### src/hw/tuner_pkg.sv
package tuner_pkg;

	// --------------------------------------------------
	// Scan geometry
	// --------------------------------------------------
	localparam int SEMITONE_COUNT = 49;   // E1 up to E5
	localparam int INDEX_W        = 6;
	localparam int LAST_REGION    = 47;   // Region 47 spans Eb5 to E5

	// Period in nanoseconds
	typedef logic [33:0] period_t;

	// Half width of the on-pitch window
	localparam period_t PITCH_WINDOW = 34'd20000;

	// --------------------------------------------------
	// Output codes
	// --------------------------------------------------
	typedef enum logic [4:0] {
		NOTE_NONE = 5'd0,
		NOTE_C    = 5'd1,
		NOTE_D    = 5'd2,
		NOTE_E    = 5'd3,
		NOTE_F    = 5'd4,
		NOTE_G    = 5'd5,
		NOTE_A    = 5'd6,
		NOTE_B    = 5'd7
	} note_name_e;

	typedef enum logic [3:0] {
		TONE_DEFAULT = 4'd0,
		FLAT_3       = 4'd1,   // Just below the flat semitone
		FLAT_2       = 4'd2,
		FLAT_1       = 4'd3,   // Almost on the natural
		ON_PITCH     = 4'd4,
		SHARP_1      = 4'd5,
		SHARP_2      = 4'd6,
		SHARP_3      = 4'd7
	} tone_e;

	// --------------------------------------------------
	// Table and result records
	// --------------------------------------------------
	typedef struct packed {
		period_t    base;      // Semitone period
		period_t    split_b;   // One third toward next semitone
		period_t    split_c;   // Two thirds toward next semitone
		note_name_e letter;
		logic       black;     // Flat semitone
	} pitch_entry_t;

	typedef struct packed {
		note_name_e note;
		tone_e      tone;
	} note_result_t;

	typedef enum logic [1:0] {
		SCAN_IDLE = 2'd0,
		SCAN_RUN  = 2'd1,
		SCAN_DONE = 2'd2
	} scan_state_e;

endpackage

### src/hw/scan_counter.sv
`timescale 1ns/10ps

module scan_counter import tuner_pkg::*; (
	input  logic               clk,
	input  logic               reset,
	input  logic               start,
	input  logic               step,
	output logic [INDEX_W-1:0] index,
	output logic               last
);

	localparam logic [INDEX_W-1:0] INDEX_MAX = INDEX_W'(LAST_REGION);

	always_ff @(posedge clk) begin
		if (reset) begin
			index <= '0;
		end else if (start) begin
			index <= '0;               // New search from E1
		end else if (step && !last) begin
			index <= index + INDEX_W'(1);
		end
	end

	assign last = (index == INDEX_MAX);   // Region Eb5 to E5

	// Table holds one entry past the last region
	a_index_range: assert property (@(posedge clk) disable iff (reset)
		index <= INDEX_MAX);

endmodule

### config.mk
export PLATFORM = sky130hd
export DESIGN_NAME = scan_counter
export DESIGN_NICKNAME = d
export VERILOG_FILES = /design/src/hw/tuner_pkg.sv /design/src/hw/scan_counter.sv
export SDC_FILE = /design/constraint.sdc
export NUM_CORES = 1
export LEC_CHECK = 0
export ABC_AREA = 1
export BUFFER_PORTS_ARGS = -buffer_cell sky130_fd_sc_hd__buf_2
export CAP_MARGIN = 10
export CORE_AREA = 2 2 39 41
export DETAILED_ROUTE_END_ITERATION = 10
export DIE_AREA = 0 0 41 43
export MAX_ROUTING_LAYER = met4
export PLACE_DENSITY = 0.48
export SYNTH_ARGS = -nofsm -noshare
export SYNTH_HDL_FRONTEND = slang
export SYNTH_SLANG_ARGS = --single-unit
### constraint.sdc
create_clock -name clk -period 2.55 [get_ports clk]
set_input_delay 0.765 -clock clk [delete_from_list [all_inputs] [get_ports clk]]
set_output_delay 0.765 -clock clk [all_outputs]
set_load 0.005 [all_outputs]
# Yosys cells after proc, flatten, opt, wreduce, memory -nomap -nowiden
# Index checks and enable logic that the tools add are counted.
# totals
ff_bits	6
input_bits	4
output_inout_bits	7
# op_classes
add_sub_neg	1
n_eq_ne	1
reduce_logical	3
# ops
op	n
$add A6 B1 Y6 const B	1
$eq A6 B6 Y1 const B	1
$reduce_or A2 Y1	1
$logic_and A1 B1 Y1	1
$logic_not A1 Y1	1

# Longest topological paths before layout
# depth
word_depth	3
ltp_mapped	7
ltp_nobuf	7

# Worst setup path after synthesis
# OpenSTA, ideal clock, no wires.
# synth_path
path_kind	reg2out
from	register index[0]
to	output port last
arrival_ps	883
setup_slack_ps	902
stages_incl_launch_ff	4
cell_sequence	dfxtp_1 ha_1 nand3_2 nor2_4
# synth_via
elab_chain_cells	1
# synth_lines
item	line	source
start: declaration	scan_counter.sv:8	output logic [INDEX_W-1:0] index,
start signal: assignment	scan_counter.sv:20	index <= index + INDEX_W'(1);
$eq A6 B6 Y1	scan_counter.sv:24	assign last = (index == INDEX_MAX);
end: declaration	scan_counter.sv:9	output logic last
# Every way passes these cells.

# Worst setup path in the final report
# Ends and elaborated chain as after synthesis.

==> run_results.csv <==
group,metric,value,unit
status,status,"complete, no violations",
critical_path,crit_family,"flip-flops",
finish,fin_nets,69,
clock_network,insertion_delay,0.25,ns
clock_network,cts.clk_slew.worst_paths,0.05,ns
finish,fin_util,31.0,%
grt,grt_max_degree,8,
clock_network,postCtsSetupRepairBufs,0,
worst_hold_path,min_path_type,"reg2reg",
placed_design,port_buffers,10,
synth,synth-seq-cells,6,
sta,relSlewSlack,84.0,%
die,num_rows,14,
finish,multiInputGateArea,201,um^2
sta,hold_viol,0,
placed_design,gp_congestion,0.700,
sta,min_period,2.09,ns
critical_path,crit_chain,"ha_1, nand3_2, nor2_4, buf_2",
critical_path,worstPathRequired,1.79,ns
placed_design,dp_worst_setup_slack,0.723,ns
clock_network,cts-resized-gates,0,
drt,drc,0,
die,die_width,41,um
synth,yosysWarningCount,0,
sta,finalSetupViolations,0,
drt,wire_per_inst,9.49,um
drt,wl_met3,52,um
finish,n_fill_cell,154,
drt,maxUsedRoutingLayer,"met4",
clock_network,cts_htree_levels,1,
drt,m1WireLength,357,um
grt,antenna_found_initial,0,
sta,skew,0.00687,ns
run,drv_cap,0,
critical_path,max_stage_delay,0.41,ns
finish,final_cell_mix,"nand2_1 (17), buf_2 (10), nor2_1 (9)",
critical_path,critPathSlowestCell,"dfxtp_1",
die,start_util,24.3,%
die,die_height,43,um
finish,reg_top3,"index (6)",
sta,fmax,479,MHz
power_and_ir_drop,p_per_area,479,nW/um^2
synth,syn_area_per_cell,6.87,um^2
clock_network,cts.sinks,6,
critical_path,worstSetupPathType,"reg2out",
grt,grtUsageTotal,11.8,%
drt,drt_first_iter_violations,3,
synth,syn_inst,49,
sta,fin_hold_ws,0.527,ns
critical_path,crit_path_end_kind,"primary output",
finish,area_delta_synth_final,27.5,%
drt,drtPass1Iterations,4,
finish,register_area,120,um^2
die,die_area,1760,um^2
clock_network,cts_buffer_depth,2,
grt,grt_overflow,0,
clock_network,ctsHoldBuffers,0,
sta,tns,0,ns
finish,drive_above_1_share,33.9,%
sta,rsz0062_at_grt,"false",
drt,vias,333,
finish,top_register,"index",
sta,worst_slack,0.462,ns
synth,synth.distinct_cells,14,
critical_path,arrival,1.32,ns
clock_network,cts_root_buffer,"clkbuf_4",
sta,period_share,81.9,%
grt,grt_pass1_vias,291,
drt,via_per_inst,4.27,
drt,wl_met2,319,um
die,core-area,1380,um^2
clock_network,cts_tree,"yes",
critical_path,crit_path_start_kind,"flip-flop",
drt,drt-total-wl,740,um
synth,syn_area,337,um^2
critical_path,critPathMaxFanout,6,
synth,seq_area_frac_synth,35.7,%
die,ios,11,
grt,grt_pass1_wl,1.24,mm
finish,largest_register_ffs,6,
critical_path,critical_path_buf_inv_count,1,
power_and_ir_drop,p_leak,0.000185,uW
clock_network,cts_buffers,3,
finish,layout.cells.most_common,"nand2_1",
placed_design,dp_hpwl,539,um
drt,antenna_left,0,
sta,slew_violations,0,
finish,diodes,0,
power_and_ir_drop,ir_drop,0.000143,V
sta,worstMarginPinSlew,0.240,ns
synth,syn_nets,54,
-- routing by layer --
layer | global-route usage, % | vias up
met1 | 13.1 | 136
met2 | 13.8 | 11
met4 | 12.0 | 0
li1 | - | 184
met5 | - | -
met3 | 6.28 | 2
-- metrics by stage --
step	total power, uW	area (um^2)	cells
final	206	429	78
after global routing	221	429	78
after CTS	212	429	78
after detailed placement	116	407	75
after global placement	116	407	75
after floorplan	109	337	49
-- kinds of logic after synthesis --
kind of cell / synth area share [%]
compound gates: 3.72
simple gates: 52.4
buf+inv: 4.46
flops: 35.7
fa+ha+maj: 3.72
-- final cells by class --
cell class | count | area share, %
inverters | 4 | 3.50
multi-input cells | 39 | 46.9
flip-flops and latches | 6 | 28.0
clock buffers | 3 | 5.25
repair buffers | 10 | 11.7
well taps | 16 | 4.66
-- cell usage after synthesis, drive strengths merged --
cell / count / share of area, %
dfxtp: 6 / 36
nor2: 14 / 24
nand3: 2 / 4.5
ha: 1 / 3.7
a21oi: 1 / 1.5
inv: 4 / 4.5
o21bai: 1 / 2.2
nand2: 17 / 19
nand4: 2 / 3.7
nor3: 1 / 1.5
-- power by group --
| part | switching, uW | internal (uW) | total (uW) |
|---|---|---|---|
| logic | 9.41 | 6.94 | 16.3 |
| registers | 2.01 | 95.4 | 97.4 |
| clock network | 38.3 | 53.5 | 91.8 |
| total | 49.7 | 156 | 206 |
-- path summary, 6_finish.rpt --
| kind | startpoint | end | slack (ns) | depth (start not counted) |
|---|---|---|---|---|
| max reg2reg | index[0] | index[0] | 1.31 | 6 |
| min | index[4] | index[4] | 0.53 | 2 |
| min reg2reg | index[4] | index[4] | 0.53 | 2 |
| max | index[0] | last | 0.46 | 4 |
-- tightest hold or removal path: cells and delay by family, from the launching register on --
kind | cells | cell delay, ns
AOI/OAI and AO/OA | 1 | 0.05
DFF | 1 | 0.35
and+or+nand+nor | 1 | 0.08
(Power assumes the default switching activity.)
