$ cat src/hw/tuner_pkg.sv
package tuner_pkg;

	// --------------------------------------------------
	// Scan geometry
	// --------------------------------------------------
	localparam int SEMITONE_COUNT = 49;   // E1 up to E5
	localparam int INDEX_W        = 6;
	localparam int LAST_REGION    = 47;   // Region 47 spans Eb5 to E5

	// Period in nanoseconds
	typedef logic [33:0] period_t;

	// Half width of the on-pitch window
	localparam period_t PITCH_WINDOW = 34'd20000;

	// --------------------------------------------------
	// Output codes
	// --------------------------------------------------
	typedef enum logic [4:0] {
		NOTE_NONE = 5'd0,
		NOTE_C    = 5'd1,
		NOTE_D    = 5'd2,
		NOTE_E    = 5'd3,
		NOTE_F    = 5'd4,
		NOTE_G    = 5'd5,
		NOTE_A    = 5'd6,
		NOTE_B    = 5'd7
	} note_name_e;

	typedef enum logic [3:0] {
		TONE_DEFAULT = 4'd0,
		FLAT_3       = 4'd1,   // Just below the flat semitone
		FLAT_2       = 4'd2,
		FLAT_1       = 4'd3,   // Almost on the natural
		ON_PITCH     = 4'd4,
		SHARP_1      = 4'd5,
		SHARP_2      = 4'd6,
		SHARP_3      = 4'd7
	} tone_e;

	// --------------------------------------------------
	// Table and result records
	// --------------------------------------------------
	typedef struct packed {
		period_t    base;      // Semitone period
		period_t    split_b;   // One third toward next semitone
		period_t    split_c;   // Two thirds toward next semitone
		note_name_e letter;
		logic       black;     // Flat semitone
	} pitch_entry_t;

	typedef struct packed {
		note_name_e note;
		tone_e      tone;
	} note_result_t;

	typedef enum logic [1:0] {
		SCAN_IDLE = 2'd0,
		SCAN_RUN  = 2'd1,
		SCAN_DONE = 2'd2
	} scan_state_e;

endpackage

$ cat src/hw/scan_fsm.sv
`timescale 1ns/10ps

module scan_fsm import tuner_pkg::*; (
	input  logic clk,
	input  logic reset,
	input  logic period_valid,
	input  logic hit,
	input  logic last,
	output logic start,
	output logic step,
	output logic finish
);

	scan_state_e state;
	scan_state_e state_next;

	always_ff @(posedge clk) begin
		if (reset) begin
			state <= SCAN_IDLE;
		end else begin
			state <= state_next;
		end
	end

	always_comb begin
		state_next = state;
		case (state)
			SCAN_IDLE: begin
				if (period_valid) begin
					state_next = SCAN_RUN;
				end
			end
			SCAN_RUN: begin
				if (hit || last) begin   // Found, or grid exhausted
					state_next = SCAN_DONE;
				end
			end
			SCAN_DONE: state_next = SCAN_IDLE;
			default:   state_next = SCAN_IDLE;
		endcase
	end

	// --------------------------------------------------
	// Strobes
	// --------------------------------------------------
	assign start  = (state == SCAN_IDLE) && period_valid;
	assign step   = (state == SCAN_RUN) && !hit && !last;
	assign finish = (state == SCAN_DONE);

	a_no_overlap: assert property (@(posedge clk) disable iff (reset)
		!(start && finish));

	// Every search ends, at most one cycle per semitone
	a_bounded: assert property (@(posedge clk) disable iff (reset)
		start |-> ##[2:SEMITONE_COUNT] finish);

endmodule

$ cat config.mk
export PLATFORM = sky130hd
export DESIGN_NAME = scan_fsm
export DESIGN_NICKNAME = d
export VERILOG_FILES = /design/src/hw/tuner_pkg.sv /design/src/hw/scan_fsm.sv
export SDC_FILE = /design/constraint.sdc
export NUM_CORES = 1
export LEC_CHECK = 0
export BUFFER_PORTS_ARGS = -buffer_cell sky130_fd_sc_hd__buf_4
export CORE_AREA = 2 2 39 41
export DETAILED_ROUTE_END_ITERATION = 8
export DIE_AREA = 0 0 41 43
export MAX_ROUTING_LAYER = met4
export PLACE_DENSITY = 0.35
export SLEW_MARGIN = 10
export SYNTH_ARGS = -nofsm -noshare
export SYNTH_HDL_FRONTEND = slang
export SYNTH_SLANG_ARGS = --single-unit
$ cat constraint.sdc
create_clock -name clk -period 1 [get_ports clk]
set_input_delay 0.1 -clock clk [delete_from_list [all_inputs] [get_ports clk]]
set_output_delay 0.1 -clock clk [all_outputs]
set_load 0.1 [all_outputs]
# Yosys cells after proc, flatten, opt, wreduce, memory -nomap -nowiden
# Index checks and enable logic that the tools add are counted.
dict set report classes {
  reduce_logical 8
  muxes 3
  n_eq_ne 4
}
# operator n
set op_table {}
lappend op_table {{2-to-1 mux 2 bit} 2}
lappend op_table {{!= test 2 bit, second input constant} 2}
lappend op_table {{one-hot mux 2 bit (2 select lines)} 1}
lappend op_table {{logical AND 1 bit} 3}
lappend op_table {{equality test 2 x 1 -> 1 bit, second input constant} 1}
lappend op_table {{equality test 2 bit, second input constant} 1}
lappend op_table {{zero test 1 bit} 2}
lappend op_table {{zero test 2 bit} 1}
lappend op_table {{AND reduction 2 bit} 1}
lappend op_table {{logical OR 1 bit} 1}
dict set report totals {
  register_bits 2
  inputBits 5
  word_cells 16
  out_inout_bits 3
}

# Logic depth before layout (Yosys ltp)
# Gate-level depths: netlist of the first run.
dict set report logic_depth {
  ltp_word 3
  mapped_depth 2
  mapped_depth_nobuf 2
}

# Worst setup path before layout of the first run
# Ideal clock, no wire load.
dict set report synth_path {
  path_type {register -> output}
  startpoint {register state[0]}
  endpoint {output port step}
  arrival_ns 2.583
  required_time_ns 0.900
  path_stages_with_launch 3
  n_path_buf 0
  setup_slack_ns -1.683
  cell_sequence {dfxtp_1 -> or2b_1 -> nor3_1}
}
dict set report synth_via {
  elab_chain_len 3
}
# item line_no
set synth_rtl {}
lappend synth_rtl {{start, declared} scan_fsm.sv:14} ;# scan_state_e state;
lappend synth_rtl {{start signal, assigned} scan_fsm.sv:21} ;# state <= state_next;
lappend synth_rtl {{equality test 2 x 1 -> 1 bit} scan_fsm.sv:47} ;# assign step = (state == SCAN_RUN) && !hit && !last;
lappend synth_rtl {{logical AND 1 bit (2 in series)} scan_fsm.sv:47}
lappend synth_rtl {{end, declared} scan_fsm.sv:10} ;# output logic step,
# No other way between the ends.

# Worst setup path in the final report of the first run
dict set report layout_path {
  startpoint {register state[0]}
  endpoint {output port start}
}
dict set report layout_via {
  elab_chain_len 2
}
# item line_no
set layout_rtl {}
lappend layout_rtl {{zero test 2 bit} scan_fsm.sv:46} ;# assign start = (state == SCAN_IDLE) && period_valid;
lappend layout_rtl {{logical AND 1 bit} scan_fsm.sv:46}
lappend layout_rtl {{end, declared} scan_fsm.sv:9} ;# output logic start,
# No other way between the ends.

==> flow_summary.json, run 1 <==
{
  "cpPeakStageDelay_ns": 0.30,
  "slew_violations": 0,
  "finClkSkew_ns": 0.0002007,
  "rows": 14,
  "fin_area_um2": 302.8,
  "cpMaxStageDelayCell": "dfxtp_2",
  "hold_path.class": "in -> reg",
  "dieArea_um2": 1763,
  "maxSlewHeadroom_pct": 88.56,
  "final_common_cell": "buf_4",
  "cp.arrival_ns": 1.16,
  "fin_crit_sh_pct": 126.2,
  "root_buffer": "clkbuf_4",
  "route.detailed.drc": 0,
  "violations": "negative setup slack",
  "critPathMaxFanout": 3,
  "synth_top_cell_by_area": "dfxtp_1",
  "clkLatencyLatePin_ns": 0.22,
  "syn-cell-area_um2": 100.1,
  "core_area_um2": 1384,
  "io_buffers": 7,
  "hold_viol": 0,
  "setup_viol": 4,
  "wl_per_cell_um": 7.167,
  "clk_path_buf_depth": 2,
  "area_growth_pct": 202.5,
  "gp_congestion": 0.5501,
  "grt.total_usage_pct": 5.339,
  "die_h_um": 43,
  "grt_max_degree": 4,
  "h-tree-depth": 1,
  "dpl_worst_slack_ns": -0.09739,
  "dpl.hpwl_um": 237.5,
  "fin_crit_ns": 1.262,
  "antenna_found_initial": 0,
  "vias_per_cell": 3.214,
  "cts_hold_buffers": 0,
  "largest_registers": "state x2",
  "synth-seq-area-share_pct": 40.00,
  "outcome": "finished, violations left",
  "regMostFlops": "state",
  "critPathLaunchType": "flip-flop",
  "largest_reg_flops": 2,
  "ant_nets": 0,
  "ir_drop_mv": 0.4446,
  "overflow": 0,
  "grt_pass1_vias": 133,
  "p_leak_nw": 0.1313,
  "boundaryPins": 8,
  "fmax_mhz": 792.4,
  "synthTopCellsByArea": "dfxtp_1, a211oi_2, nor3_1",
  "die_w_um": 41,
  "criticalPathCategory": "reg -> out",
  "grt_pass1_wl_um": 524,
  "first_pass_iters": 4,
  "clkTransAtPathRegs_ns": 0.03,
  "drive_gt1_share_pct": 80.77,
  "cts_tree": "built",
  "grt_setup_unrepaired": "yes",
  "worst_pin_slew_ns": 0.1711,
  "p_per_area_nw_per_um2": 1346,
  "cp.required_ns": 0.90,
  "syn_inst": 11,
  "worstHoldPathCells": 2,
  "ys_types": 8,
  "nNetsFinal": 33,
  "ys_seq_elements": 2,
  "worst_hold_slack_ns": 0.03834,
  "dpl_cell_area_um2": 210.2,
  "first_iter_violations": 1,
  "setup_tns_ns": -0.8618,
  "fin_total_pwr_uw": 407.7,
  "ff2ff_path_depth": 4,
  "synth_top_area_share_pct": 40.00,
  "crit_chain": "buf_4 > buf_6 > nand2b_4 > nor2_4 > buf_12",
  "layout_common_cells": "buf_4, clkbuf_4, buf_12",
  "setup_slack_ns": -0.2620,
  "ys_warn_count": 0,
  "start_util_pct": 7.233,
  "synth_area_per_cell_um2": 9.100,
  "numCtsBuffers": 3,
  "wirelength_um": 301,
  "diodes": 0,
  "syn_nets": 16,
  "dr_total_vias": 135,
  "cts_sinks": 2,
  "worstSetupEndpointType": "output port",
  "drv_cap": 0
}
## stage by stage
stage	std cells	utilization [%]
finish	42	21.88
global route	42	21.88
CTS	41	21.07
detailed placement	37	15.19
global placement	37	15.19
floorplan	11	-
## cells by family after synthesis
kind of cell / Yosys count / share of synthesized area, %
DFF: 2 / 40.00
AOI/OAI and AO/OA: 1 / 12.50
and+or+nand+nor: 8 / 47.51
## per-layer routing
layer,up-vias,wire (µm),track usage (%)
met5,-,0,-
met4,0,0,8.000
met2,8,125,4.688
met3,0,38,3.141
li1,72,-,-
met1,55,138,6.070
## cell type report
type                    count  area [µm²]
flip-flops and latches      2       41.29
clock buffers               3       22.52
well taps                  16       20.02
multi-input cells           9       87.58
repair buffers             12       131.4
fillers                   151        1081
## Yosys cell counts
| cell type | count |
|---|---|
| and2b_1 | 1 |
| nand2b_1 | 1 |
| or2b_1 | 1 |
| nor3_1 | 2 |
| dfxtp_1 | 2 |
| nor2_1 | 2 |
| a211oi_2 | 1 |
| or3b_1 | 1 |
## timing repair
action                     4_1_cts  5_1_grt
setup buffers                    1        1
gates resized for setup         12        1
setup endpoints to repair        4        4
pin swaps                        2        1
## where the power goes
part           leakage [nW]  total (mW)  internal [mW]  switching (mW)
clock network        0.0138       0.177          0.132          0.0451
registers            0.0168      0.0874         0.0856         0.00174
logic                 0.101       0.143         0.0666          0.0764
## worst max-delay path: cells and delay by family, from the launching register on
kind	cells	cell delay, ns
DFF	1	0.30
buffers and inverters	3	0.40
and+or+nand+nor	2	0.23
## worst paths after layout
kind	from	end	slack (ns)
max	state[0]	start	-0.26
max reg2reg	state[0]	state[0]	-0.11
min reg2reg	state[1]	state[0]	0.53
min	reset	state[0]	0.04
Note: power is estimated with default switching activity, not from simulation.
==> run 2: changes to the inputs <==
Settings changed: CTS_BUF_LIST set to sky130_fd_sc_hd__clkbuf_8, RECOVER_POWER set to 25.
Clock period 1 ns to 1.24 ns, I/O delays scaled along.
==> flow_summary.json, run 2 (synthesis gave the netlist of run 1 again) <==
{
  "outcome": "finished, violations left",
  "violations": "negative setup slack",
  "p_per_area_nw_per_um2": 1620,
  "cp.required_ns": 1.12,
  "ant_nets": 0,
  "p_leak_nw": 0.1113,
  "finClkSkew_ns": 0.002390,
  "rows": 14,
  "first_iter_violations": 0,
  "cts_tree": "built",
  "antenna_found_initial": 0,
  "core_area_um2": 1384,
  "first_pass_iters": 1,
  "critPathMaxFanout": 4,
  "gp_congestion": 0.5477,
  "diodes": 0,
  "clkTransAtPathRegs_ns": 0.03,
  "critPathLaunchType": "flip-flop",
  "start_util_pct": 7.233,
  "drive_gt1_share_pct": 72.73,
  "setup_viol": 1,
  "worst_hold_slack_ns": 0.06876,
  "hold_viol": 0,
  "wl_per_cell_um": 8.000,
  "vias_per_cell": 3.184,
  "dpl_worst_slack_ns": 0.07960,
  "fmax_mhz": 771.6,
  "io_buffers": 7,
  "die_h_um": 43,
  "dieArea_um2": 1763,
  "area_growth_pct": 156.2,
  "grt.total_usage_pct": 5.852,
  "drv_cap": 0,
  "fin_total_pwr_uw": 415.5,
  "grt_setup_unrepaired": "yes",
  "grt_pass1_wl_um": 545,
  "overflow": 0,
  "maxSlewHeadroom_pct": 81.52,
  "dpl.hpwl_um": 235.1,
  "hold_path.class": "in -> reg",
  "clkLatencyLatePin_ns": 0.21,
  "fin_crit_sh_pct": 104.5,
  "layout_common_cells": "buf_4, clkbuf_8",
  "boundaryPins": 8,
  "route.detailed.drc": 0,
  "grt_pass1_vias": 131,
  "criticalPathCategory": "reg -> out",
  "largest_registers": "state x2",
  "cts_sinks": 2,
  "h-tree-depth": 1,
  "ir_drop_mv": 0.5070,
  "clk_path_buf_depth": 2,
  "final_common_cell": "buf_4",
  "largest_reg_flops": 2,
  "grt_max_degree": 5,
  "r2r_setup_slack_ns": 0.26,
  "fin_crit_ns": 1.296,
  "cp.arrival_ns": 1.17,
  "setup_slack_ns": -0.05608,
  "worst_pin_slew_ns": 0.2794,
  "setup_tns_ns": -0.05608,
  "die_w_um": 41,
  "placed_cells": 35,
  "fillCellCount": 155,
  "regMostFlops": "state",
  "numCtsBuffers": 3,
  "dr_total_vias": 121,
  "wirelength_um": 304,
  "fin_cells": 38,
  "root_buffer": "clkbuf_8",
  "postCtsSetupRepairBufs": 0,
  "slew_violations": 0,
  "nNetsFinal": 29,
  "worstSetupEndpointType": "output port"
}
run 2: changes by cell type in the layout (fill, tap and decap cells not counted), sizes merged:
cell,change
buf,-4
run 2: routing by layer:
| layer | track usage, % | part of all wire (%) | vias up |
|---|---|---|---|
| met5 | - | 0 | - |
| met4 | 10.00 | 4.9 | 0 |
| met3 | 3.141 | 14 | 2 |
| met2 | 5.000 | 34 | 10 |
| met1 | 6.390 | 47 | 49 |
| li1 | - | - | 60 |
run 2: timing repair:
| action | 4_1_cts | 5_1_grt |
|---|---|---|
| pin swaps | 0 | 0 |
| hold endpoints to repair | 0 | 0 |
| setup endpoints to repair | 1 | 2 |
| hold buffers | 0 | 0 |
| resized for setup | 4 | 2 |
run 2: final cells by class:
| cell class | count | area [µm²] | share of cell area (%) |
|---|---|---|---|
| multi-input combinational | 9 | 77.57 | 30.24 |
| timing repair buffer | 8 | 76.32 | 29.76 |
| sequential | 2 | 41.29 | 16.10 |
| clock buffer | 3 | 41.29 | 16.10 |
| tap | 16 | 20.02 | 7.805 |
run 2: stage by stage:
stage               util [%]  instance area [µm²]
CTS                    17.99                249.0
detailed placement     14.01                193.9
global placement       14.01                193.9
global route           18.54                256.5
finish                 18.54                256.5
floorplan                  -                113.9
run 2: worst paths after layout:
kind | startpoint | to | depth (start not counted)
setup / recovery | state[0] | step | 3
hold reg to reg | state[1] | state[0] | 2
hold / removal | reset | state[0] | 2
setup reg to reg | state[0] | state[0] | 2
run 2: worst max-delay path: stages, from the launching register on:
cell     delay, ns
dfxtp_2       0.32
or2b_4        0.28
nor3_4        0.16
buf_12        0.20
run 2: power breakdown:
group          internal [mW]  total (mW)  switching, mW
clock network          0.205       0.258         0.0530
registers             0.0692      0.0715        0.00237
logic                 0.0310      0.0856         0.0546
total                  0.306       0.416          0.110
