--- config.mk ---
export PLATFORM = sky130hd
export DESIGN_NAME = pitch_classifier
export DESIGN_NICKNAME = d
export VERILOG_FILES = /design/src/hw/tuner_pkg.sv /design/src/hw/pitch_classifier.sv
export SDC_FILE = /design/constraint.sdc
export NUM_CORES = 1
export LEC_CHECK = 0
export BUFFER_PORTS_ARGS = -buffer_cell sky130_fd_sc_hd__buf_2
export CORE_MARGIN = 5
export CORE_UTILIZATION = 53
export DETAILED_ROUTE_END_ITERATION = 10
export PLACE_DENSITY = 0.79
export SETUP_SLACK_MARGIN = 0.1
export SYNTH_ARGS = -nofsm -noshare
export SYNTH_HDL_FRONTEND = slang
export SYNTH_SLANG_ARGS = --single-unit
--- constraint.sdc ---
create_clock -name clk -period 9.9 [get_ports clk]
set_clock_uncertainty 0.05 [all_clocks]
set_input_delay 0.99 -clock clk [delete_from_list [all_inputs] [get_ports clk]]
set_output_delay 0.99 -clock clk [all_outputs]
set_load 0.01 [all_outputs]
--- src/hw/tuner_pkg.sv ---
package tuner_pkg;

	// --------------------------------------------------
	// Scan geometry
	// --------------------------------------------------
	localparam int SEMITONE_COUNT = 49;   // E1 up to E5
	localparam int INDEX_W        = 6;
	localparam int LAST_REGION    = 47;   // Region 47 spans Eb5 to E5

	// Period in nanoseconds
	typedef logic [33:0] period_t;

	// Half width of the on-pitch window
	localparam period_t PITCH_WINDOW = 34'd20000;

	// --------------------------------------------------
	// Output codes
	// --------------------------------------------------
	typedef enum logic [4:0] {
		NOTE_NONE = 5'd0,
		NOTE_C    = 5'd1,
		NOTE_D    = 5'd2,
		NOTE_E    = 5'd3,
		NOTE_F    = 5'd4,
		NOTE_G    = 5'd5,
		NOTE_A    = 5'd6,
		NOTE_B    = 5'd7
	} note_name_e;

	typedef enum logic [3:0] {
		TONE_DEFAULT = 4'd0,
		FLAT_3       = 4'd1,   // Just below the flat semitone
		FLAT_2       = 4'd2,
		FLAT_1       = 4'd3,   // Almost on the natural
		ON_PITCH     = 4'd4,
		SHARP_1      = 4'd5,
		SHARP_2      = 4'd6,
		SHARP_3      = 4'd7
	} tone_e;

	// --------------------------------------------------
	// Table and result records
	// --------------------------------------------------
	typedef struct packed {
		period_t    base;      // Semitone period
		period_t    split_b;   // One third toward next semitone
		period_t    split_c;   // Two thirds toward next semitone
		note_name_e letter;
		logic       black;     // Flat semitone
	} pitch_entry_t;

	typedef struct packed {
		note_name_e note;
		tone_e      tone;
	} note_result_t;

	typedef enum logic [1:0] {
		SCAN_IDLE = 2'd0,
		SCAN_RUN  = 2'd1,
		SCAN_DONE = 2'd2
	} scan_state_e;

endpackage

--- src/hw/pitch_classifier.sv ---
`timescale 1ns/10ps

module pitch_classifier import tuner_pkg::*; (
	input  logic         clk,
	input  logic         reset,
	input  logic         start,
	input  logic         finish,
	input  period_t      period,
	input  pitch_entry_t cur_entry,
	input  pitch_entry_t next_entry,
	output logic         hit,
	output note_result_t result
);

	localparam note_result_t NO_NOTE = '{note: NOTE_NONE, tone: TONE_DEFAULT};

	period_t      period_q;
	logic         busy;
	logic         cur_near;
	logic         next_near;
	logic         in_region;
	note_result_t found;

	function automatic logic near_pitch(input period_t base, input period_t p);
		period_t diff;
		diff = (base > p) ? base - p : p - base;
		return diff < PITCH_WINDOW;
	endfunction

	always_ff @(posedge clk) begin
		if (start) begin
			period_q <= period;
		end
	end

	// --------------------------------------------------
	// Match against the current pair
	// --------------------------------------------------
	assign cur_near  = !cur_entry.black && near_pitch(cur_entry.base, period_q);
	assign next_near = !next_entry.black && near_pitch(next_entry.base, period_q);
	assign in_region = (period_q > next_entry.base) && (period_q <= cur_entry.base);
	assign hit       = cur_near || next_near || in_region;

	always_comb begin
		found = NO_NOTE;
		if (cur_near) begin                  // Window wins over region
			found = '{note: cur_entry.letter, tone: ON_PITCH};
		end else if (next_near) begin
			found = '{note: next_entry.letter, tone: ON_PITCH};
		end else if (in_region) begin
			if (!cur_entry.black) begin
				found.note = cur_entry.letter;    // Sharp of the natural above
				if (period_q > cur_entry.split_b)
					found.tone = SHARP_1;
				else if (period_q > cur_entry.split_c)
					found.tone = SHARP_2;
				else
					found.tone = SHARP_3;
			end else begin
				found.note = next_entry.letter;   // Flat of the natural below
				if (period_q > cur_entry.split_b)
					found.tone = FLAT_3;
				else if (period_q > cur_entry.split_c)
					found.tone = FLAT_2;
				else
					found.tone = FLAT_1;
			end
		end
	end

	// --------------------------------------------------
	// Result register
	// --------------------------------------------------
	always_ff @(posedge clk) begin
		if (reset) begin
			busy   <= 1'b0;
			result <= NO_NOTE;
		end else begin
			if (start) begin
				busy   <= 1'b1;
				result <= NO_NOTE;      // Already final if nothing matches
			end else if (busy && hit) begin
				result <= found;
			end else if (finish) begin
				result <= NO_NOTE;
			end
			if (finish) begin
				busy <= 1'b0;
			end
		end
	end

	a_hit_named: assert property (@(posedge clk) disable iff (reset)
		busy && hit |=> result.note != NOTE_NONE);

endmodule

# After elaboration in Yosys (flattened, before gate mapping)
# Index checks and enable logic that the tools add are counted.
[classes] n_addsub=4 n_mux=12 magnitude_cmp=8 reduce_logical=11
[ops] op="greater-than comparator 34 bit" count=5
[ops] op="subtractor 34 bit" count=4
[ops] op="< comparator 34 x 15 -> 1 bit, second input constant" count=2
[ops] op="2-to-1 mux 34 bit" count=2
[ops] op="2-to-1 mux 9 bit" count=6
[ops] op="less-or-equal comparator 34 bit" count=1
[ops] op="logical AND 1 bit" count=4
[ops] op="2-to-1 mux 2 bit" count=2
[ops] op="OR reduction 2 bit" count=2
[ops] op="logical NOT 1 bit" count=2
[ops] op="logical OR 1 bit" count=2
[ops] op="2-to-1 mux 1 bit" count=2
[ops] op="nonzero test 2 bit" count=1
[word_totals] reg_bits=44 in_bits=254

# Depth between registers and ports, before layout
# Gate-level depths: netlist of the first run.
[logic_depth] depth_word=8 ltp_mapped=19

# Worst setup path before layout of the first run
# Ideal clock, no wire load.
[synth_path] path_kind="input port to output port" from="input port cur_entry[80] (netlist bit)" to="output port hit" path_slack_ps=4492 arrival_time_ps=4368 path_buffers=2 t_required_ps=8860 stages=15 cell_sequence="inv_1 > ha_1 > buf_6 > a21oi_2 > o211ai_1 > a221o_1 > a211o_1 > a21oi_1 > xor2_1 > a41oi_2 > a2111o_1 > a2111o_1 > or4_4 > buf_6 > o21bai_4"
[synth_via] elab_chain_len=6 elab_cells_between_ends=10
[synth_rtl] item="from (decl)" line_no="pitch_classifier.sv:9" text="input pitch_entry_t cur_entry,"
[synth_rtl] item="subtractor 34 bit / greater-than comparator 34 bit (equally long branches)" line_no="pitch_classifier.sv:26" text="diff = (base > p) ? base - p : p - base;"
[synth_rtl] item="2-to-1 mux 34 bit" line_no="pitch_classifier.sv:26"
[synth_rtl] item="< comparator 34 x 15 -> 1 bit" line_no="pitch_classifier.sv:27" text="return diff < PITCH_WINDOW;"
[synth_rtl] item="logical AND 1 bit" line_no="pitch_classifier.sv:39" text="assign cur_near = !cur_entry.black && near_pitch(cur_entry.base, period_q);"
[synth_rtl] item="logical OR 1 bit" line_no="pitch_classifier.sv:42" text="assign hit = cur_near || next_near || in_region;"
[synth_rtl] item="logical OR 1 bit (*)" line_no="pitch_classifier.sv:42"
[synth_rtl] item="to (decl)" line_no="pitch_classifier.sv:11" text="output logic hit,"
# Every way passes the cells marked *; elsewhere a longest branch is shown, timed or not.

# Worst setup path after layout of the first run
[layout_path] from="input port cur_entry[91] (netlist bit)" to="output port hit"
# The elaborated chain is that of the path after synthesis.

==> results of run 1 <==
[cell usage in the layout (no fill, tap or decap), types with 6 or more instances in the layout]
master,count
nand2_1,99
nor2b_1,15
o22ai_1,7
nand4_1,49
a22o_1,6
or3_1,9
xnor2_1,41
a211oi_1,17
inv_1,203
nor3_1,34
a21boi_0,15
o21bai_1,23
nand3_1,24
a221oi_1,8
and2_1,14
dfxtp_1,9
nand2b_1,15
o21ai_0,109
edfxtp_1,34
and4_1,7
o211ai_1,24
o31ai_1,14
buf_2,194
nor4b_1,9
nor2_1,104
ha_1,204
a31oi_1,13
or2_2,10
nor4_1,8
a21oi_1,183
xor2_1,20
a21o_1,57
o21a_1,28
[kinds of logic after synthesis]
logic type,share of synthesized area [%]
simple gates,19.1
flops,10.6
compound gates,33.0
other cells,0.0331
mux,0.640
xor+xnor,4.71
fa+ha+maj,22.5
buf+inv,9.40
[worst max-delay path, delay by kind of cell]
| family | cells | cell delay [ns] |
|---|---|---|
| buffers and inverters | 3 | 0.38 |
| and+or+nand+nor | 4 | 2.11 |
| adders and majority gates | 1 | 0.57 |
| muxes | 1 | 0.40 |
| AOI/OAI and AO/OA | 3 | 1.23 |
| xor gates and xnor gates | 1 | 0.09 |
[per-layer routing]
layer / up-vias / part of all wire [%] / routed length, um / global-route usage, %
met4: 0 / 2.6 / 1120 / 9.17
met5: - / 0 / 0 / 0
met1: 5995 / 43 / 18700 / 49.3
met3: 88 / 9.8 / 4220 / 3.90
met2: 697 / 44 / 19200 / 52.0
li1: 6049 / - / - / -
[state kept, by name (all words and copies together) (netlist names)]
signal and cells:
busy 1, period_q 34, result 8
[worst paths after layout]
kind | slack (ns) | endpoint | depth (start not counted) | startpoint
setup / recovery | 3.07 | hit | 13 | cur_entry[91]
hold / removal | 0.45 | result[2] | 2 | result[2]
setup reg to reg | 4.02 | result[5] | 13 | period_q[24]
hold reg to reg | 0.45 | result[2] | 2 | result[2]
[power by group through the flow]
stage / combinational, mW / sequential, mW / clock [mW]
after floorplan: 0.581 / 0.224 / 0
after global placement: 0.791 / 0.240 / 0
after detailed placement: 0.796 / 0.240 / 0
after CTS: 0.801 / 0.236 / 0.232
after global routing: 0.898 / 0.238 / 0.242
final: 0.827 / 0.238 / 0.230
[cell type report]
class,count,share of cell area (%)
timing repair buffer,196,7.85
inverter,204,6.10
sequential,43,9.56
tap,275,2.74
clock inverter,2,0.478
multi-input combinational,1274,72.2
antenna,3,0.0598
clock buffer,6,1.03
[metrics by stage]
step / power (mW) / util (%) / hold WS, ns / instance area [sq um]
floorplan: 0.806 / - / 0.450 / 11300
global placement: 1.03 / 58.8 / 0.433 / 12400
detailed placement: 1.04 / 58.8 / 0.442 / 12400
CTS: 1.27 / 59.7 / 0.454 / 12600
global route: 1.38 / 59.7 / 0.467 / 12600
finish: 1.30 / 59.8 / 0.450 / 12600
==> impl_summary.log, run 1 <==
INFO  metric status = finished clean
INFO  metric design.die.area = 24400 sq um
INFO  metric wirelength = 43200 um
INFO  metric detailedRoute.firstIterationViolations = 1415
INFO  metric fill_cells = 2022
INFO  metric power.share.clock = 17.7%
INFO  metric clock_pin_transition_on_the_worst_setup_and_hold_timing_paths = 0.06 ns
INFO  metric yosysUniqueCellTypes = 81
INFO  metric grt_usage = 33.6%
INFO  metric layout.area.seq = 1200 sq um
INFO  metric hpwlAfterDp = 36100 um
INFO  metric post_synth_inst_count = 1586
INFO  metric area_of_the_multi_input_gates = 9070 sq um
INFO  metric yosysMostFrequentCell = ha_1
INFO  metric die_w = 156 um
INFO  metric cap_viol_max_count = 0
INFO  metric tritoncts.num_buffers = 5
INFO  metric port_buffers = 194
INFO  metric placedCellCount = 1992
INFO  metric cts.path.max_buffers = 2
INFO  metric leakage = 6.19 nW
INFO  metric register_share_of_total_power = 18.4%
INFO  metric ratio_of_cells_with_drive_above_1_in_the_final_layout = 13.7%
INFO  metric slew_violations = 0
INFO  metric rsz0062_at_grt = no
INFO  metric synth_ff_type = edfxtp_1
INFO  metric gp_routability_congestion = 1.02
INFO  metric crit_fanout = 16
INFO  metric global_route.overflow_total = 0
INFO  metric route.detailed.wl_per_inst = 21.6 um
INFO  metric via_to_cell_ratio = 6.40
INFO  metric cts_resized = 0
INFO  metric critical_path_arrival = 5.79 ns
INFO  metric cts-hold-fix-buffers = 0
INFO  metric final_setup_violation_count = 0
INFO  metric relSlewSlack = 25.4%
INFO  metric area_delta_synth_final = 10.8%
INFO  metric netSwitchingFraction = 48.4%
INFO  metric grt_max_degree = 44
INFO  metric final.period_utilization = 69.0%
INFO  metric detailroute.via_count = 12800
INFO  metric max_slew.worst_pin.slew = 1.11 ns
INFO  metric cts_sinks = 43
INFO  metric synth.largest_area_cell = ha_1
INFO  metric worstPathCellList = buf_2 > inv_1 > ha_1 > nand2_1 > nor4_2 > nand4_1 > nand2_1 > mux2_2 > o22ai_1 > xnor2_1 > a31oi_1 > o21bai_4 > buf_2
INFO  metric timing.final.crit_period = 6.83 ns
INFO  metric worstSetupPathType = input pin to output pin
INFO  metric timing_hold_violations_final = 0
INFO  metric irDropWorstVdd = 67.4 uV
INFO  metric initial_utilization = 53.9%
INFO  metric post-route-drc-count = 0
INFO  metric root_buffer = clkbuf_16
INFO  metric synth_common_cells = ha_1 (204), inv_1 (203), a21oi_1 (183), o21ai_0 (109), nor2_1 (104)
INFO  metric synth_area = 11300 sq um
INFO  metric postSynthNetCount = 2044
INFO  metric synth_enable_flop_cells = 34
INFO  metric cts_tree = done
INFO  metric timing.critical_path.required = 8.86 ns
INFO  metric ys_async_sr_fraction = 0%
INFO  metric share_comb_of_total_power = 63.9%
INFO  metric standard_cell_rows = 53
INFO  metric critical_path_source_type = input pin
INFO  metric synth.top_cells.by_area = ha_1 (23%), edfxtp_1 (9.0%), a21oi_1 (8.1%)
INFO  metric antenna_found_initial = 1
INFO  metric worstSkewPairLatency = 0.31 ns
INFO  metric p_int = 0.669 mW
INFO  metric dp_worst_setup_slack = 3.25 ns
INFO  metric number_of_nets_in_the_final_layout = 2182
INFO  metric ant_nets = 0
INFO  metric post_layout_nonfiller_instances = 2003
INFO  metric synth.avg_cell_area = 7.15 sq um
INFO  metric synth_seq_area_share = 10.6%
INFO  metric synth-warning-count = 0
INFO  metric cts-htree-levels = 2
INFO  metric hold_class = register to register
INFO  metric maxClockFrequency = 0.146 GHz
INFO  metric timing.critical_path.slowest_cell_delay = 0.90 ns
INFO  metric post_cts.repair.setup_buffers = 0
INFO  metric end_kind = output pin
INFO  metric placeableCoreArea = 21000 sq um
INFO  metric first_pass_grt_wire_length = 65300 um
INFO  metric finalSetupTns = 0 ns
INFO  metric ios = 264
INFO  metric final.setup.worst_slack = 3.07 ns
INFO  metric ys_ff_latch = 43
INFO  metric critPathSlowestCell = a31oi_1
INFO  metric power_density = 103 nW/um^2
INFO  metric switch_pwr = 0.626 mW
INFO  metric die-height = 156 um
INFO  metric number_of_global_route_vias_before_repair = 11900
INFO  metric drtPass1Iterations = 6
INFO  metric synthDominantCellAreaShare = 22.5%
No activity file was read; power rests on OpenSTA's default activity.
==> inputs of run 2 (changes only) <==
--- a/config.mk
+++ b/config.mk
@@ -5,11 +5,12 @@
 export SDC_FILE = /design/constraint.sdc
 export NUM_CORES = 1
 export LEC_CHECK = 0
+export ABC_AREA = 1
 export BUFFER_PORTS_ARGS = -buffer_cell sky130_fd_sc_hd__buf_2
 export CORE_MARGIN = 5
 export CORE_UTILIZATION = 53
 export DETAILED_ROUTE_END_ITERATION = 10
-export PLACE_DENSITY = 0.79
+export PLACE_DENSITY = 0.8
 export SETUP_SLACK_MARGIN = 0.1
 export SYNTH_ARGS = -nofsm -noshare
 export SYNTH_HDL_FRONTEND = slang
==> constraint.sdc (replaced) <==
create_clock -name clk -period 6.1 [get_ports clk]
set_clock_uncertainty 0.05 [all_clocks]
set_input_delay 0.61 -clock clk [delete_from_list [all_inputs] [get_ports clk]]
set_output_delay 0.61 -clock clk [all_outputs]
set_load 0.01 [all_outputs]
==> run 2 against run 1 <==
Area after synthesis grew 17%. Hold slack lost 0.034 ns. Final area grew 16%. Clock power grew 32%. Sequential power grew 61%. Non-clock buffer count shrank 2. Worst setup slack lost 2.3 ns. Combinational power grew 86%. Wire length grew 22%. Synthesized cell count grew 52%. Final cell count grew 45%. Sequential share of layout area shrank 1.3 points. Critical path type is now register to output pin. Critical endpoint unchanged. Largest cell class unchanged. Largest power group unchanged. Highest routed layer unchanged.
==> impl_summary.log, run 2 <==
INFO  metric cts-hold-fix-buffers = 0
INFO  metric synth_seq_area_share = 9.07%
INFO  metric ys_ff_latch = 43
INFO  metric worstSkewPairLatency = 0.31 ns
INFO  metric route.detailed.wl_per_inst = 18.0 um
INFO  metric ios = 264
INFO  metric grt_usage = 35.8%
INFO  metric root_buffer = clkbuf_16
INFO  metric area_delta_synth_final = 10.4%
INFO  metric crit_family = simple AND/OR/NAND/NOR gates
INFO  metric placed_area = 14500 sq um
INFO  metric relSlewSlack = 38.0%
INFO  metric critPathSlowestCell = ha_1
INFO  metric postSynthNetCount = 2864
INFO  metric largest_register_ff_count = 34
INFO  metric finalSetupTns = 0 ns
INFO  metric ys_async_sr_fraction = 0%
INFO  metric ant_nets = 0
INFO  metric cts_tree = done
INFO  metric tritoncts.num_buffers = 5
INFO  metric layout_commonest_cell = nand2_1
INFO  metric maxClockFrequency = 0.188 GHz
INFO  metric fill_cells = 2568
INFO  metric design.die.area = 28300 sq um
INFO  metric finalHoldWorstSlack = 0.416 ns
INFO  metric crit_buf_inv = 2
INFO  metric post_route_cell_area = 14600 sq um
INFO  metric standard_cell_rows = 57
INFO  metric max_slew.worst_pin.slew = 0.929 ns
INFO  metric post_layout_nonfiller_instances = 2910
INFO  metric detailroute.via_count = 16000
INFO  metric placeableCoreArea = 24500 sq um
INFO  metric wirelength = 52500 um
INFO  metric synthDominantCellAreaShare = 23.5%
INFO  metric detailedRoute.firstIterationViolations = 1524
INFO  metric timing.critical_path.slowest_cell_delay = 0.58 ns
INFO  metric status = finished clean
INFO  metric hold_class = input pin to register
INFO  metric worstPathCellList = ha_1 > nand2_1 > nor2_1 > nand2_1 > nor2_4 > nand3_2 > nand2_2 > inv_2 > o31ai_1 > nand2_1 > nand2_1 > nand3_2 > nand3_2 > buf_2
INFO  metric end_kind = output pin
INFO  metric layout.core_utilization = 59.8%
INFO  metric critical_path_source_type = register
INFO  metric timing.final.crit_period = 5.32 ns
INFO  metric layout.cells.most_common_list = nand2_1 (830), inv_1 (469), ha_1 (204)
INFO  metric cts-htree-levels = 2
INFO  metric largest-register = period_q
INFO  metric yosysUniqueCellTypes = 52
INFO  metric initial_utilization = 54.2%
INFO  metric final.period_utilization = 87.2%
INFO  metric synth_enable_flop_cells = 34
INFO  metric port_buffers = 194
INFO  metric die-height = 168 um
INFO  metric post_cts.repair.setup_buffers = 0
INFO  metric rsz0062_at_grt = no
INFO  metric first_pass_grt_wire_length = 80600 um
INFO  metric number_of_nets_in_the_final_layout = 3035
INFO  metric synth_area = 13200 sq um
INFO  metric largest_registers = period_q (34), result (8), busy (1)
INFO  metric final_setup_violation_count = 0
INFO  metric synth_common_cells = nand2_1 (830), inv_1 (469), ha_1 (204), nor2_1 (189), a21oi_1 (186)
INFO  metric timing_hold_violations_final = 0
INFO  metric hpwlAfterDp = 45600 um
INFO  metric synth.top_cells.by_area = nand2_1 (24%), ha_1 (19%), inv_1 (13%)
INFO  metric via_to_cell_ratio = 5.50
INFO  metric die_w = 168 um
INFO  metric critical_path_arrival = 4.66 ns
INFO  metric cts.path.max_buffers = 2
INFO  metric crit_fanout = 15
INFO  metric drtPass1Iterations = 6
INFO  metric grt_max_degree = 37
INFO  metric antenna_found_initial = 7
INFO  metric final.setup.worst_slack = 0.778 ns
INFO  metric synth_ff_type = edfxtp_1
INFO  metric post_synth_inst_count = 2406
INFO  metric cts_resized = 0
INFO  metric worstSetupPathType = register to output pin
INFO  metric leakage = 8.89 nW
INFO  metric number_of_global_route_vias_before_repair = 15600
INFO  metric gp_routability_congestion = 1.04
INFO  metric cpMostUsedCell = nand2_1
INFO  metric timing.critical_path.required = 5.44 ns
INFO  metric irDropWorstVdd = 118 uV
INFO  metric placedCellCount = 2894
INFO  metric synth-warning-count = 0
INFO  metric ratio_of_cells_with_drive_above_1_in_the_final_layout = 10.7%
INFO  metric clock_pin_transition_on_the_worst_setup_and_hold_timing_paths = 0.08 ns
INFO  metric synth.largest_area_cell = nand2_1
INFO  metric slew_violations = 0
INFO  metric cts_sinks = 43
INFO  metric design_power_total = 2.23 mW
INFO  metric post-route-drc-count = 0
INFO  metric synth.avg_cell_area = 5.51 sq um
INFO  metric global_route.overflow_total = 0
INFO  metric cap_viol_max_count = 0
INFO  metric yosysMostFrequentCell = nand2_1
INFO  metric power_density = 152 nW/um^2
INFO  metric dp_worst_setup_slack = 1.10 ns
==> run 2: cells by family after synthesis <==
kind of cell    synth area share (%)
compound gates                  13.0
xor+xnor                        2.64
fa+ha+maj                       19.3
buf+inv                         15.2
flops                           9.07
other cells                   0.0283
simple gates                    40.9
==> run 2: path summary, 6_finish.rpt <==
path                                   start        end  slack (ns)  cells past startpoint
worst max-delay path            period_q[21]        hit        0.78                     14
worst min-delay path                   reset       busy        0.42                      2
worst max register to register  period_q[21]  result[2]        1.39                     17
worst min register to register     result[6]  result[6]        0.44                      2
==> run 2: layout make-up <==
cell class	count	area (sq um)	area share [%]
clock buffers	5	125	0.856
multi-input cells	1845	10000	68.6
diodes	8	20.0	0.137
inverters	488	1840	12.6
repair buffers	194	971	6.64
clock inverters	3	26.3	0.180
flip-flops and latches	43	1200	8.21
well taps	324	405	2.77
==> run 2: worst reg2reg max path, cell delays in order (launching register included) <==
cell and delay [ns]:
edfxtp_1 0.52, ha_1 0.58, nand2_1 0.17, nor2_1 0.28, nand2_1 0.20, nor2_4 0.18
nand3_2 0.26, nand2_2 0.41, inv_2 0.18, o31ai_1 0.27, nand2_1 0.08, nand2_1 0.43
nand3_2 0.37, nand3_2 0.23, nand2_4 0.13, clkinv_4 0.10, nand2_2 0.06, a21oi_2 0.13
==> run 2: per-layer routing <==
layer  global-route usage [%]  routed length (um)  vias up
met5                        0                   0        -
met3                     3.21                3590      150
li1                         -                   -     7867
met4                     16.0                2550        0
met1                     44.0               21100     7309
met2                     63.4               25300      677
==> run 2: power breakdown <==
group / switching [mW] / internal (mW)
sequential: 0.0458 / 0.339
combinational: 1.03 / 0.507
clock: 0.146 / 0.156
total: 1.23 / 1.00
